File: src/exec_pkg.sv
`default_nettype none

package exec_pkg;

    localparam int XLEN = 32;

    typedef logic [XLEN-1:0] xlen_t;
    typedef logic [4:0]      reg_addr_t;
    typedef logic [6:0]      opcode_t;
    typedef logic [2:0]      funct3_t;
    typedef logic [6:0]      funct7_t;

    // Major opcodes handled by the stage
    localparam opcode_t OPC_OP     = 7'b0110011;
    localparam opcode_t OPC_OP_IMM = 7'b0010011;
    localparam opcode_t OPC_LUI    = 7'b0110111;
    localparam opcode_t OPC_AUIPC  = 7'b0010111;
    localparam opcode_t OPC_BRANCH = 7'b1100011;
    localparam opcode_t OPC_JAL    = 7'b1101111;
    localparam opcode_t OPC_JALR   = 7'b1100111;

    // funct3 for OP and OP-IMM
    localparam funct3_t F3_ADD  = 3'b000;
    localparam funct3_t F3_SLL  = 3'b001;
    localparam funct3_t F3_SLT  = 3'b010;
    localparam funct3_t F3_SLTU = 3'b011;
    localparam funct3_t F3_XOR  = 3'b100;
    localparam funct3_t F3_SR   = 3'b101;
    localparam funct3_t F3_OR   = 3'b110;
    localparam funct3_t F3_AND  = 3'b111;

    // funct3 for conditional branches
    localparam funct3_t F3_BEQ  = 3'b000;
    localparam funct3_t F3_BNE  = 3'b001;
    localparam funct3_t F3_BLT  = 3'b100;
    localparam funct3_t F3_BGE  = 3'b101;
    localparam funct3_t F3_BLTU = 3'b110;
    localparam funct3_t F3_BGEU = 3'b111;

    typedef enum logic [3:0] {
        ALU_ADD,
        ALU_SUB,
        ALU_SLL,
        ALU_SLT,
        ALU_SLTU,
        ALU_XOR,
        ALU_SRL,
        ALU_SRA,
        ALU_OR,
        ALU_AND
    } alu_op_e;

    typedef enum logic [1:0] {
        UNIT_NONE,
        UNIT_ALU,
        UNIT_BRANCH,
        UNIT_JUMP
    } unit_e;

    // Decoded instruction as delivered by the source
    typedef struct packed {
        opcode_t   opcode;
        reg_addr_t rd;
        funct3_t   funct3;
        funct7_t   funct7;
        xlen_t     imm;
        xlen_t     pc;
        xlen_t     rs1_val;
        xlen_t     rs2_val;
    } ex_instr_t;

    typedef struct packed {
        unit_e     unit;
        alu_op_e   alu_op;
        xlen_t     op_a;
        xlen_t     op_b;
        reg_addr_t rd;
        funct3_t   funct3;
        opcode_t   opcode;
        xlen_t     pc;
        xlen_t     imm;
        xlen_t     rs1_val;
    } ex_issue_t;

    typedef struct packed {
        reg_addr_t rd;
        logic      rd_we;
        xlen_t     rd_val;
        xlen_t     pc;
        logic      jump;
        xlen_t     jump_pc;
        logic      illegal;
    } ex_result_t;

endpackage

`default_nettype wire

File: src/ex_issue.sv
`default_nettype none

module ex_issue import exec_pkg::*; (
    input  logic      clk,
    input  logic      rst_n,
    input  logic      flush,
    input  logic      in_valid,
    input  ex_instr_t in_instr,
    output logic      iss_valid,
    output ex_issue_t iss
);

    alu_op_e arith_op;
    unit_e   unit_d;
    alu_op_e alu_op_d;
    xlen_t   op_a_d;
    xlen_t   op_b_d;
    logic    is_op;

    assign is_op = (in_instr.opcode == OPC_OP);

    // funct3 decode shared by OP and OP-IMM, SUB only exists in OP
    always_comb begin
        case (in_instr.funct3)
            F3_ADD:  arith_op = (is_op && in_instr.funct7[5]) ? ALU_SUB : ALU_ADD;
            F3_SLL:  arith_op = ALU_SLL;
            F3_SLT:  arith_op = ALU_SLT;
            F3_SLTU: arith_op = ALU_SLTU;
            F3_XOR:  arith_op = ALU_XOR;
            F3_SR:   arith_op = in_instr.funct7[5] ? ALU_SRA : ALU_SRL;
            F3_OR:   arith_op = ALU_OR;
            F3_AND:  arith_op = ALU_AND;
            default: arith_op = ALU_ADD;
        endcase
    end

    // Unit select and operand muxing
    always_comb begin
        unit_d   = UNIT_NONE;
        alu_op_d = ALU_ADD;
        op_a_d   = in_instr.rs1_val;
        op_b_d   = in_instr.imm;
        case (in_instr.opcode)
            OPC_OP: begin
                unit_d   = UNIT_ALU;
                alu_op_d = arith_op;
                op_b_d   = in_instr.rs2_val;
            end
            OPC_OP_IMM: begin
                unit_d   = UNIT_ALU;
                alu_op_d = arith_op;
            end
            OPC_LUI: begin
                unit_d = UNIT_ALU;
                op_a_d = '0;
            end
            OPC_AUIPC: begin
                unit_d = UNIT_ALU;
                op_a_d = in_instr.pc;
            end
            OPC_BRANCH: begin
                // Compare rs1 against rs2 for the flags
                unit_d   = UNIT_BRANCH;
                alu_op_d = ALU_SUB;
                op_b_d   = in_instr.rs2_val;
            end
            OPC_JAL, OPC_JALR: begin
                unit_d = UNIT_JUMP;
            end
            default: begin
                unit_d = UNIT_NONE;
            end
        endcase
    end

    always_ff @(posedge clk or negedge rst_n) begin
        if (!rst_n) begin
            iss_valid <= 1'b0;
        end else begin
            iss_valid <= in_valid && !flush;
        end
    end

    always_ff @(posedge clk) begin
        if (in_valid) begin
            iss.unit    <= unit_d;
            iss.alu_op  <= alu_op_d;
            iss.op_a    <= op_a_d;
            iss.op_b    <= op_b_d;
            iss.rd      <= in_instr.rd;
            iss.funct3  <= in_instr.funct3;
            iss.opcode  <= in_instr.opcode;
            iss.pc      <= in_instr.pc;
            iss.imm     <= in_instr.imm;
            iss.rs1_val <= in_instr.rs1_val;
        end
    end

    a_iss_valid_known: assert property (
        @(posedge clk) disable iff (!rst_n) !$isunknown(iss_valid)
    );

endmodule

`default_nettype wire

File: src/int_alu.sv
`default_nettype none

module int_alu import exec_pkg::*; (
    input  xlen_t   op_a,
    input  xlen_t   op_b,
    input  alu_op_e alu_op,
    output xlen_t   alu_result,
    output logic    lt,
    output logic    ltu,
    output logic    eq
);

    logic [4:0] shamt;
    xlen_t      sum;
    xlen_t      diff;
    xlen_t      shl;
    xlen_t      shr_l;
    xlen_t      shr_a;

    assign shamt = op_b[4:0];

    // Comparison flags, also used by the branch unit
    assign lt  = $signed(op_a) < $signed(op_b);
    assign ltu = op_a < op_b;
    assign eq  = (op_a == op_b);

    assign sum   = op_a + op_b;
    assign diff  = op_a - op_b;
    assign shl   = op_a << shamt;
    assign shr_l = op_a >> shamt;
    assign shr_a = xlen_t'($signed(op_a) >>> shamt);

    always_comb begin
        case (alu_op)
            ALU_ADD: begin
                alu_result = sum;
            end
            ALU_SUB: begin
                alu_result = diff;
            end
            ALU_SLL: begin
                alu_result = shl;
            end
            ALU_SLT: begin
                alu_result = {{(XLEN-1){1'b0}}, lt};
            end
            ALU_SLTU: begin
                alu_result = {{(XLEN-1){1'b0}}, ltu};
            end
            ALU_XOR: begin
                alu_result = op_a ^ op_b;
            end
            ALU_SRL: begin
                alu_result = shr_l;
            end
            ALU_SRA: begin
                alu_result = shr_a;
            end
            ALU_OR: begin
                alu_result = op_a | op_b;
            end
            ALU_AND: begin
                alu_result = op_a & op_b;
            end
            default: begin
                alu_result = sum;
            end
        endcase
    end

endmodule

`default_nettype wire

File: src/branch_unit.sv
`default_nettype none

module branch_unit import exec_pkg::*; (
    input  ex_issue_t iss,
    input  logic      lt,
    input  logic      ltu,
    input  logic      eq,
    output logic      br_jump,
    output xlen_t     br_target,
    output xlen_t     br_link
);

    logic  is_jalr;
    logic  cond;
    xlen_t base;
    xlen_t sum;

    assign is_jalr = (iss.opcode == OPC_JALR);

    // JALR adds to rs1, everything else is pc relative
    assign base = is_jalr ? iss.rs1_val : iss.pc;
    assign sum  = base + iss.imm;

    assign br_link = iss.pc + 32'd4;

    always_comb begin
        case (iss.funct3)
            F3_BEQ:  cond = eq;
            F3_BNE:  cond = !eq;
            F3_BLT:  cond = lt;
            F3_BGE:  cond = !lt;
            F3_BLTU: cond = ltu;
            F3_BGEU: cond = !ltu;
            default: cond = 1'b0;
        endcase
    end

    always_comb begin
        case (iss.unit)
            UNIT_BRANCH: begin
                br_jump   = cond;
                br_target = sum;
            end
            UNIT_JUMP: begin
                br_jump   = 1'b1;
                br_target = {sum[XLEN-1:1], 1'b0};
            end
            default: begin
                br_jump   = 1'b0;
                br_target = '0;
            end
        endcase
    end

endmodule

`default_nettype wire

File: src/ex_result.sv
`default_nettype none

module ex_result import exec_pkg::*; (
    input  logic       clk,
    input  logic       rst_n,
    input  logic       flush,
    input  logic       iss_valid,
    input  ex_issue_t  iss,
    input  xlen_t      alu_result,
    input  xlen_t      br_target,
    input  xlen_t      br_link,
    input  logic       br_jump,
    output logic       out_valid,
    output ex_result_t out_res
);

    logic [3:0] unit_oh;
    logic       writes_rd;
    ex_result_t res_d;

    // One bit per unit, indexed by the enum value
    always_comb begin
        unit_oh            = '0;
        unit_oh[iss.unit]  = 1'b1;
    end

    assign writes_rd = unit_oh[UNIT_ALU] | unit_oh[UNIT_JUMP];

    always_comb begin
        res_d.rd      = iss.rd;
        res_d.rd_we   = writes_rd && (iss.rd != '0);
        res_d.rd_val  = ({XLEN{unit_oh[UNIT_ALU]}} & alu_result) |
                        ({XLEN{unit_oh[UNIT_JUMP]}} & br_link);
        res_d.pc      = iss.pc;
        res_d.jump    = br_jump;
        res_d.jump_pc = br_target;
        res_d.illegal = unit_oh[UNIT_NONE];
    end

    always_ff @(posedge clk or negedge rst_n) begin
        if (!rst_n) begin
            out_valid <= 1'b0;
            out_res   <= '0;
        end else begin
            out_valid <= iss_valid && !flush;
            if (iss_valid) begin
                out_res <= res_d;
            end
        end
    end

    // Unit handed over by the issue stage must agree with the opcode
    a_unit_decode: assert property (
        @(posedge clk) disable iff (!rst_n)
        iss_valid |-> (unit_oh[UNIT_BRANCH] == (iss.opcode == OPC_BRANCH)) &&
                      (unit_oh[UNIT_JUMP] == (iss.opcode == OPC_JAL ||
                                              iss.opcode == OPC_JALR))
    );

endmodule

`default_nettype wire

File: src/ex_top.sv
`default_nettype none

module ex_top import exec_pkg::*; (
    input  logic       clk,
    input  logic       rst_n,
    input  logic       flush,
    input  logic       in_valid,
    input  ex_instr_t  in_instr,
    output logic       out_valid,
    output ex_result_t out_res
);

    logic      iss_valid;
    ex_issue_t iss;

    xlen_t alu_result;
    logic  lt;
    logic  ltu;
    logic  eq;

    logic  br_jump;
    xlen_t br_target;
    xlen_t br_link;

    ex_issue i_issue (
        .clk       (clk),
        .rst_n     (rst_n),
        .flush     (flush),
        .in_valid  (in_valid),
        .in_instr  (in_instr),
        .iss_valid (iss_valid),
        .iss       (iss)
    );

    int_alu i_alu (
        .op_a       (iss.op_a),
        .op_b       (iss.op_b),
        .alu_op     (iss.alu_op),
        .alu_result (alu_result),
        .lt         (lt),
        .ltu        (ltu),
        .eq         (eq)
    );

    branch_unit i_branch (
        .iss       (iss),
        .lt        (lt),
        .ltu       (ltu),
        .eq        (eq),
        .br_jump   (br_jump),
        .br_target (br_target),
        .br_link   (br_link)
    );

    ex_result i_result (
        .clk        (clk),
        .rst_n      (rst_n),
        .flush      (flush),
        .iss_valid  (iss_valid),
        .iss        (iss),
        .alu_result (alu_result),
        .br_target  (br_target),
        .br_link    (br_link),
        .br_jump    (br_jump),
        .out_valid  (out_valid),
        .out_res    (out_res)
    );

endmodule

`default_nettype wire

File: config.mk
export PLATFORM = sky130hd
export DESIGN_NAME = ex_top
export DESIGN_NICKNAME = d
export VERILOG_FILES = /design/src/exec_pkg.sv /design/src/ex_issue.sv /design/src/int_alu.sv /design/src/branch_unit.sv /design/src/ex_result.sv /design/src/ex_top.sv
export SDC_FILE = /design/constraint.sdc
export NUM_CORES = 1
export LEC_CHECK = 0
export ABC_CLOCK_PERIOD_IN_PS = 10500
export BUFFER_PORTS_ARGS = -buffer_cell sky130_fd_sc_hd__buf_2
export CELL_PAD_IN_SITES_DETAIL_PLACEMENT = 1
export CELL_PAD_IN_SITES_GLOBAL_PLACEMENT = 1
export CORE_MARGIN = 4
export CORE_UTILIZATION = 40
export DETAILED_ROUTE_END_ITERATION = 10
export GPL_ROUTABILITY_DRIVEN = 0
export HOLD_SLACK_MARGIN = 0.03
export PLACE_DENSITY_LB_ADDON = 0.25
export SLEW_MARGIN = 20
export SYNTH_ARGS = -nofsm -noshare
export SYNTH_HDL_FRONTEND = slang
export SYNTH_SLANG_ARGS = --single-unit
File: constraint.sdc
create_clock -name clk -period 10.5 [get_ports clk]
set_input_delay 2.1 -clock clk [delete_from_list [all_inputs] [get_ports clk]]
set_output_delay 2.1 -clock clk [all_outputs]
set_load 0.01 [all_outputs]
# == Word level (Yosys, flattened, before mapping) ==
# Index checks and enable logic that the tools add are counted.
# totals
inputBits,154
reg_bits,287
wordCells,99
output_inout_bits,105
# op_classes
n_mux,14
eq_ne,32
shift,3
n_addsub,4
bitwise,7
reduce_logical,16
n_lt_le_gt_ge,4
# op_table
cell,n
$pmux W32 S9,1
$pmux W32 S2,2
$and A32 B32 Y32,3
$add A32 B32 Y32,2
$lt A32 B32 Y1,2
$mux W32,2
$or A32 B32 Y32,2
$add A32 B3 Y32 const B,1
$eq A32 B32 Y1,1
$pmux W4 S8,1
$shl A32 B5 Y32,1
$shr A32 B5 Y32,1
$sshr A32 B5 Y32,1
$sub A32 B32 Y32,1
$xor A32 B32 Y32,1
$eq A7 B7 Y1 const B,4
$eq A3 B3 Y1 const B,8
$eq A4 B3 Y1 const B,4
$eq A7 B5 Y1 const B,2
$eq A7 B6 Y1 const B,2
$eq A4 B2 Y1 const B,2
$eq A4 B4 Y1 const B,2
$pmux W4 S2,1
$eq A3 B1 Y1 const B,2
other kinds (17),31

# == Depth between registers and ports, before layout ==
# Gate-level depths: netlist of the first run.
# logic_depth
word_depth,6
ltp_mapped,16
mapped_depth_nobuf,15

# == Modules after synthesis ==
# From an unflattened synthesis of the first run, not the netlist that was laid out.
# hier_totals
hier_cells,2312
hier_area_um2,22779.3
# modules_own_cells
mod,seq_area_each_um2,area_each_um2,cells_each,n_inst
int_alu,0.0,8609.5,1314,1
ex_issue,5460.2,6827.8,316,1
ex_result,2627.5,4493.1,298,1
branch_unit,0.0,2849.0,384,1

# == Worst setup path after synthesis of the first run ==
# Ideal clock, no wire load.
# synth_timing
kind,flip-flop to flip-flop
startpoint,reg i_issue.iss[100] (netlist name)
endpoint,reg i_result.out_res[31] (netlist name)
slack_ps,6112
required_ps,10379
path_stages_with_launch,17
setup_ps,121
synth_period_minus_slack_ps,4388
path_buffers,1
arrival_ps,4267
path_cell_list,edfxtp_1 > nand4b_1 > nor3_1 > clkbuf_1 > mux2_2 > ha_1 > fa_1 > a21oi_1 > o21ai_0 > a21oi_1 > a21oi_1 > a21o_1 > a211oi_1 > a21oi_1 > a221oi_1 > xnor2_1 > a22o_1
# synth_between
elab_chain_cells,4
# synth_rtl
item,line_no,rtl
$eq A7 B7 Y1,branch_unit.sv:18,assign is_jalr = (iss.opcode == OPC_JALR);
$mux W32,branch_unit.sv:21,assign base = is_jalr ? iss.rs1_val : iss.pc;
$add A32 B32 Y32,branch_unit.sv:22,assign sum = base + iss.imm;
$pmux W32 S2,branch_unit.sv:39,case (iss.unit)
# No other way between the ends.
# A chain may end at the register's enable or synchronous reset.

# == Worst setup path in the final report of the first run ==
# layout_timing
startpoint,reg i_issue.iss[113] (netlist name)
endpoint,reg i_result.out_res[33] (netlist name)
# layout_between
elab_chain_cells,4
elab_cells_between_ends,8
classes_between,order compare: 2; eq/ne: 1; mux: 2; reduce/logical: 3
# layout_rtl
item,line_no,rtl
"$lt A32 B32 Y1, or another cell as far along",int_alu.sv:24,assign ltu = op_a < op_b;
"$logic_not A1 Y1, on equally long branches","branch_unit.sv:33, branch_unit.sv:29, branch_unit.sv:31",
$pmux W1 S6 (*),branch_unit.sv:27,case (iss.funct3)
$pmux W1 S2 (*),branch_unit.sv:39,
# Mark *: on every way between the ends. The rest lies on a longest branch, timed or not.

==> results of run 1 <==
[placed cells by master, fill, tap and decap left out, types with 32 or more instances in the layout]
master    netlist  layout
nor2_1        203     201
dfrtp_1       106     105
a211oi_1       32      32
nand3_1        42      42
mux2i_1        34      34
nand2b_1       43      43
inv_1         116     116
edfxtp_1      181     181
o21ai_0       155     155
ha_1          129     129
mux2_2        103     103
nand2_1       156     156
a21oi_1       161     161
buf_2          16     250
xnor2_1        76      76
a221oi_1       32      32
mux4_2         65      65
[power by group through the flow]
| stage | Clock (mW) | Combinational [mW] | Sequential (mW) |
|---|---|---|---|
| finish | 1.09 | 1.24 | 1.47 |
| global route | 1.16 | 1.33 | 1.48 |
| CTS | 1.12 | 1.22 | 1.46 |
| detailed placement | 0 | 1.20 | 1.48 |
| global placement | 0 | 1.18 | 1.48 |
| floorplan | 0 | 0.766 | 1.47 |
[logic make-up (layout without fill, tap and decap cells)]
kind of cell,count (synthesis),after routing,share of synthesized area [%]
xor+xnor,106,106,4.299
compound gates,633,633,19.54
mux,202,202,13.72
flops,287,287,37.45
simple gates,583,583,12.51
buf+inv,261,453,4.733
fa+ha+maj,132,132,7.752
[worst max path at each step]
stage | startpoint | to | slack, ns | cells past startpoint
3_5_place_dp | i_issue.iss[113] | i_result.out_res[33] | 5.22 | 14
3_3_place_gp | i_issue.iss[113] | i_result.out_res[33] | 5.32 | 14
4_1_cts | i_issue.iss[113] | i_result.out_res[33] | 5.18 | 14
5_1_grt | i_issue.iss[113] | i_result.out_res[33] | 4.88 | 14
6_report | i_issue.iss[113] | i_result.out_res[33] | 5.13 | 14
2_1_floorplan | i_issue.iss[100] | i_result.out_res[31] | 6.11 | 16
[layer usage]
layer,part of all wire [%],wire [microns]
met5,0.051,43
met4,3.7,3154
met3,7.6,6428
met2,45,38320
met1,43,36340
[stage by stage]
stage	hold slack [ns]	total power, mW	cells
after detailed placement	0.4674	2.689	3031
after global placement	0.4607	2.655	3031
after global routing	0.5097	3.967	3084
after CTS	0.4839	3.796	3084
after floorplan	0.4710	2.234	2204
final	0.4792	3.794	3084
[area by class of cell]
cell class | count | area share (%)
clock buffer | 40 | 3.392
clock inverter | 13 | 0.7030
inverter | 121 | 1.863
multi-input combinational | 1656 | 51.28
sequential | 287 | 33.18
tap | 688 | 3.530
timing repair buffer | 279 | 6.050
[flip-flops by register name, summed over array words and instances, names as in the netlist]
| signal | cells |
|---|---|
| i_result.out_valid | 1 |
| i_issue.iss_valid | 1 |
| i_issue.iss | 181 |
| i_result.out_res | 104 |
[worst max-delay path: stages, from the launching register on]
cell       delay [ns]
edfxtp_1         0.37
buf_4            0.30
inv_2            0.09
buf_4            0.65
ha_1             0.50
nor2b_1          0.14
o21ai_0          0.29
a21oi_1          0.15
o31ai_1          0.57
o31ai_1          0.25
a21o_1           0.27
a221oi_2         0.59
xnor2_1          0.18
a211oi_1         0.72
o2bb2ai_1        0.11
==> summary.txt, run 1 <==
vias in the first global route = 19800
layout cells sized above 1 = 21.49%
Die Span X = 240.4 microns
fmax = 186.2 MHz
clock sinks = 287
flops & latches, synth = 287
Sum Neg Setup Slack = 0 ns
critical path data required time = 10.91 ns
status = finished clean
area post-placement = 23380 sq um
internal power = 2.476 mW
initial antenna violation count = 4
DIE AREA = 57770 sq um
hpwl dp = 63.96 mm
worst setup margin = 5.130 ns
hold crit path type = reg -> reg
max-cap check violation count = 0
post-CTS setup buffers = 0
gr usage total = 28.39%
Root Buffer = clkbuf_16
num rows = 84
YS warnings = 0
DR iter-0 viols = 2077
met3 usage = 4.405%
FF-to-FF path depth = 14
largest net degree at the start of global routing = 116
hold depth = 1
Via density = 6.303
Reg power frac = 38.7%
worst-margin pin slew = 1.132 ns
IO buf count = 252
Worst-path clk slew = 0.06 ns
top_reg_cell synth = edfxtp_1
register area = 8092 sq um
Final min period = 5.370 ns
area added between synthesis and finish = 12.90%
first-pass GRT wire length = 126.1 mm
n_diodes = 0
critical-path maximum fanout = 56
Synth top area share = 25.17%
Comb power frac = 32.6%
crit start category = register
post-synth top area cell = edfxtp_1
area occupied by multi-input gates = 12500 sq um
drt pass-1 iters = 6
top post-synthesis cells by area = edfxtp_1 25%, dfrtp_1 12%, ha_1 7.5%
reg-to-reg slack, setup = 5.13 ns
sw frac = 34.75%
synthesized area per cell = 9.799 sq um
Die Ht = 240.4 microns
final net count = 2660
Max VDD drop = 160.0 uV
met2 usage = 44.52%
count of different cell masters after synthesis = 83
critical path class = reg -> reg
Layout Skew = 0.01216 ns
Leakage = 10.02 nW
Post-route DRC = 0
post_cts resized = 0
Final Hold Viols = 0
TritonCTS clock tree = built
top-count cell post-synth = nor2_1
CTS Buffer Depth = 3
CP Capture Type = register
# fillers = 6117
Post-Route WL = 84.28 mm
Top Usage Layer GRT = met2
R2R Path End = i_result.out_res[33]
WHS Endpoint = i_result.out_res[79]
P_sw = 1.318 mW
Syn Inst Count = 2204
# IOs = 259
worst r2r src = i_issue.iss[113]
async set-reset flop share out of synthesis = 36.93%
Num CTS Buffers = 29
max-slew headroom at the worst pin = 23.58%
core box area = 52970 sq um
Hold Crit Start = i_result.out_res[79]
clock power share = 28.8%
post-DR wirelength/cell = 27.33 microns
worst skew pair latency = 0.56 ns
Final setup viols = 0
fin. max-slew vios = 0
met1 GRT Util = 40.39%
Critical Path AT = 5.78 ns
vias = 19440
top cells by count, synth = 203 x nor2_1, 181 x edfxtp_1, 161 x a21oi_1
dpl ws = 5.221 ns
ANT nets after route = 0
total gr overflow = 0
number of synthesized flops with an enable pin = 181
initial core utilization = 40.77%
Mapped Nets = 2490
sequential share of the synthesized area = 37.45%
post-route cell area = 24380 sq um
final core occ = 46.03%
# H-tree levels = 1
synthesized area = 21600 sq um
final worst path period share = 51.15%
Pwr per Cell Area = 155.6 nW/um^2
RSZ-0062 raised after global routing = false
# hold bufs at CTS = 0
(Power assumes the default switching activity.)
==> run 2, diff against run 1 <==
--- a/config.mk
+++ b/config.mk
@@ -5,7 +5,7 @@
 export SDC_FILE = /design/constraint.sdc
 export NUM_CORES = 1
 export LEC_CHECK = 0
-export ABC_CLOCK_PERIOD_IN_PS = 10500
+export ABC_CLOCK_PERIOD_IN_PS = 4350
 export BUFFER_PORTS_ARGS = -buffer_cell sky130_fd_sc_hd__buf_2
 export CELL_PAD_IN_SITES_DETAIL_PLACEMENT = 1
 export CELL_PAD_IN_SITES_GLOBAL_PLACEMENT = 1
==> constraint.sdc (replaced) <==
create_clock -name clk -period 4.35 [get_ports clk]
set_input_delay 0.87 -clock clk [delete_from_list [all_inputs] [get_ports clk]]
set_output_delay 0.87 -clock clk [all_outputs]
set_load 0.01 [all_outputs]
==> summary.txt, run 2 (synthesis gave the netlist of run 1 again) <==
status = finished clean
Critical Path AT = 4.68 ns
num rows = 84
Layout Skew = 0.02542 ns
Root Buffer = clkbuf_16
Leakage = 10.30 nW
Tot Pwr = 9.143 mW
crit start category = register
FF-to-FF path depth = 15
hold crit path type = in -> async
# fillers = 6093
IO buf count = 252
TritonCTS clock tree = built
fmax = 235.3 MHz
worst r2r src = i_issue.iss[100]
CTS Buffer Depth = 3
Die Span X = 240.4 microns
commonest non-fill, non-tap cells in the layout = 250 x buf_2, 200 x nor2_1, 181 x edfxtp_1, 160 x a21oi_1, 156 x nand2_1
final worst path period share = 97.70%
Pwr per Cell Area = 367.6 nW/um^2
# H-tree levels = 1
Top Registers = i_issue.iss (181), i_result.out_res (104)
R2R Path End = i_result.out_res[30]
layout cells sized above 1 = 23.52%
hpwl dp = 66.85 mm
DIE AREA = 57770 sq um
clock sinks = 287
Post-Route WL = 87.49 mm
critical path data required time = 4.78 ns
Worst-path clk slew = 0.07 ns
worst skew pair latency = 0.57 ns
Final min period = 4.250 ns
# IOs = 259
total gr overflow = 0
max reg flops = 181
fin. max-slew vios = 0
critical path class = reg -> reg
DR iter-0 viols = 2183
leading cell type in the layout, fill and taps excluded = buf_2
post-DR wirelength/cell = 27.79 microns
drt pass-1 iters = 7
largest net degree at the start of global routing = 76
gr usage total = 29.38%
first-pass GRT wire length = 129.9 mm
ANT nets after route = 0
max-slew headroom at the worst pin = 30.12%
Die Ht = 240.4 microns
vias in the first global route = 20130
Hold Slack = 0.3898 ns
Via density = 6.334
Max VDD drop = 284.7 uV
critical-path maximum fanout = 7
area post-placement = 23850 sq um
reg-to-reg slack, setup = 0.1 ns
initial antenna violation count = 5
Final Hold Viols = 0
final net count = 2721
vias = 19940
Sum Neg Setup Slack = 0 ns
Biggest register = i_issue.iss
Post-route DRC = 0
core box area = 52970 sq um
CP Capture Type = register
max-cap check violation count = 0
Final setup viols = 0
worst-margin pin slew = 1.047 ns
Num CTS Buffers = 29
initial core utilization = 40.77%
post-route cell area = 24880 sq um
area added between synthesis and finish = 15.18%
[run 2: cell type report]
class,instances,area (sq um),share of cell area (%)
multi-input combinational,1656,12550,50.44
sequential,287,8092,32.53
timing repair buffer,340,2002,8.048
tap,688,860.8,3.461
clock buffer,42,804.5,3.234
inverter,121,454.2,1.826
clock inverter,11,107.6,0.4326
antenna,3,7.507,0.03018
[run 2: worst max path at each step]
stage / startpoint / to / depth (start not counted)
floorplan: i_issue.iss[100] / i_result.out_res[31] / 16
global placement: i_issue.iss[100] / i_result.out_res[30] / 14
detailed placement: i_issue.iss[100] / i_result.out_res[30] / 14
CTS: i_issue.iss[100] / i_result.out_res[30] / 14
global route: i_issue.iss[100] / i_result.out_res[31] / 17
finish: i_issue.iss[100] / i_result.out_res[30] / 15
[run 2: through the flow]
step / worst slack (ns) / cells / utilization, %
2_1_floorplan: 0.1386 / 2204 / -
3_3_place_gp: 0.1234 / 3087 / 45.02
3_5_place_dp: -0.001207 / 3087 / 45.02
4_1_cts: 0.006686 / 3140 / 46.74
5_1_grt: -0.06124 / 3148 / 46.96
6_report: 0.09984 / 3148 / 46.96
[run 2: power breakdown]
group	switching (mW)	internal [mW]	total [mW]
sequential	0.302	3.24	3.54
clock	1.09	1.40	2.49
combinational	1.87	1.25	3.12
total	3.26	5.88	9.14
[run 2: worst max-delay path: stages, from the launching register on]
cell and delay [ns]:
edfxtp_1 0.35, nand4b_1 0.26, nor3_4 0.26, buf_12 0.15, buf_12 0.12, mux2_2 0.34
ha_2 0.41, nand4_1 0.19, a311o_1 0.39, a311o_1 0.47, o221ai_2 0.20, a21oi_1 0.12
o21a_1 0.23, o311ai_2 0.28, xor2_1 0.12, a22o_1 0.21
[run 2: timing repair]
action | in CTS | in global routing
endpoints found under the setup margin | 1 | 3
hold buffers | 0 | 0
setup buffers | 0 | 4
gates resized for setup | 0 | 8
pin swaps | 1 | 5
cloned | 0 | 1
[run 2: layer usage]
layer	track usage, %	vias up	part of all wire [%]
met4	9.759	2	3.7
met2	46.31	1021	46
met5	0	-	0.0080
li1	-	8659	-
met1	41.90	10080	42
met3	4.095	174	7.9
==> run 3, diff against run 2 <==
==> constraint.sdc (replaced) <==
create_clock -name clk -period 4.35 [get_ports clk]
set_input_delay 0.6525 -clock clk [delete_from_list [all_inputs] [get_ports clk]]
set_output_delay 0.6525 -clock clk [all_outputs]
set_load 0.01 [all_outputs]
==> summary.txt, run 3 (synthesis gave the netlist of run 1 again) <==
Critical Path AT = 4.68 ns
critical path class = reg -> reg
Num CTS Buffers = 30
CTS Buffer Depth = 3
first-pass GRT wire length = 129.6 mm
status = finished clean
final net count = 2721
drt pass-1 iters = 6
DR iter-0 viols = 2101
slowest stage delay, CP = 0.47 ns
worst skew pair latency = 0.57 ns
CP Capture Type = register
vias = 19840
initial antenna violation count = 2
ANT nets after route = 0
Post-Route M1 WL = 36.98 mm
layout cells sized above 1 = 23.99%
Post-route DRC = 0
Final setup viols = 0
crit start category = register
hpwl dp = 66.75 mm
vias in the first global route = 20330
Worst-path clk slew = 0.06 ns
Final min period = 4.223 ns
critical path data required time = 4.81 ns
worst path cell trace = nand4b_1, nor3_4, buf_12, mux2_2, ha_1, fa_1, a21oi_2, o21ai_0, a21oi_2, a21oi_1, a21o_1, a211oi_1, buf_4, a21oi_1, a221oi_2, xnor2_1, a22o_1
DIE AREA = 57770 sq um
worst setup margin = 0.1267 ns
Via density = 6.301
Post-Route WL = 87.67 mm
critical-path maximum fanout = 4
WL met3 = 7.037 mm
final worst path period share = 97.09%
Sum Neg Setup Slack = 0 ns
fmax = 236.8 MHz
Die Ht = 240.4 microns
dpl ws = 0.01354 ns
Top Registers = i_issue.iss (181), i_result.out_res (104)
leading cell type in the layout, fill and taps excluded = buf_2
largest net degree at the start of global routing = 79
max-cap check violation count = 0
core box area = 52970 sq um
# IOs = 259
wire length on met2 = 39.96 mm
area added between synthesis and finish = 15.74%
Max VDD drop = 269.7 uV
Final Hold Viols = 0
TritonCTS clock tree = built
initial core utilization = 40.77%
reg-to-reg slack, setup = 0.13 ns
commonest non-fill, non-tap cells in the layout = 250 x buf_2, 200 x nor2_1, 181 x edfxtp_1, 158 x a21oi_1, 156 x nand2_1
hold crit path type = in -> async
Leakage = 10.36 nW
gr usage total = 29.39%
fin. max-slew vios = 0
Biggest register = i_issue.iss
CP max stage cell = fa_1
Pwr per Cell Area = 375.9 nW/um^2
# H-tree levels = 1
# hold bufs at CTS = 0
num rows = 84
worst-margin pin slew = 1.055 ns
max reg flops = 181
Layout Skew = 0.01998 ns
post-DR wirelength/cell = 27.84 microns
Die Span X = 240.4 microns
Root Buffer = clkbuf_16
clock sinks = 287
max-slew headroom at the worst pin = 29.65%
total gr overflow = 0
Top Layer Used = met4
IO buf count = 252
==> run 3: final timing paths <==
check | startpoint | end | cells past startpoint
hold reg to reg | i_result.out_res[79] | i_result.out_res[79] | 1
hold / removal | rst_n | i_result.out_res[33] | 1
setup / recovery | i_issue.iss[100] | i_result.out_res[31] | 17
max in group asynchronous | rst_n | i_result.out_res[71] | 2
setup reg to reg | i_issue.iss[100] | i_result.out_res[31] | 17
min in group clk | flush | i_result.out_valid | 2
==> run 3: final cells by class <==
cell class	count	area (sq um)
timing repair buffer	339	1982
sequential	287	8092
inverter	121	454.2
tap	688	860.8
clock inverter	16	182.7
multi-input combinational	1656	12550
antenna	2	5.005
fill	6081	27970
clock buffer	40	870.8
==> run 3: critical path: cells and delay by family (launching register included) <==
kind                       cells  cell delay [ns]
muxes                          1             0.33
DFF                            1             0.37
buffers and inverters          2             0.32
xor gates and xnor gates       1             0.10
and+or+nand+nor                2             0.48
adders and majority gates      2             0.71
AOI/OAI and AO/OA              9             1.79
==> run 3: stage by stage <==
| step | std cells | hold slack, ns | cell area, sq um | util [%] | total power, mW |
|---|---|---|---|---|---|
| floorplan | 2204 | 0.3569 | 21600 | - | 5.392 |
| global placement | 3087 | 0.4609 | 23840 | 45.00 | 6.499 |
| detailed placement | 3087 | 0.4626 | 23840 | 45.00 | 6.590 |
| CTS | 3143 | 0.1652 | 24890 | 46.99 | 9.353 |
| global route | 3149 | 0.1890 | 25000 | 47.19 | 9.792 |
| finish | 3149 | 0.1375 | 25000 | 47.19 | 9.396 |
==> run 3: layer usage <==
metal | up-vias | global-route usage (%)
li1 | 8678 | -
met4 | 0 | 10.49
met1 | 9992 | 41.47
met2 | 981 | 46.50
met3 | 191 | 4.106
met5 | - | 0
==> run 3: timing repair <==
action,CTS,global route
endpoints found under the setup margin,1,3
pin swaps,1,5
cloned,0,1
buffers inserted,0,3
resized for setup,0,9
==> run 3: power by group <==
part	switching (mW)	internal [mW]	leakage (nW)	total (mW)
combinational	1.87	1.24	6.76	3.12
sequential	0.296	3.24	3.09	3.53
clock	1.15	1.59	0.514	2.75
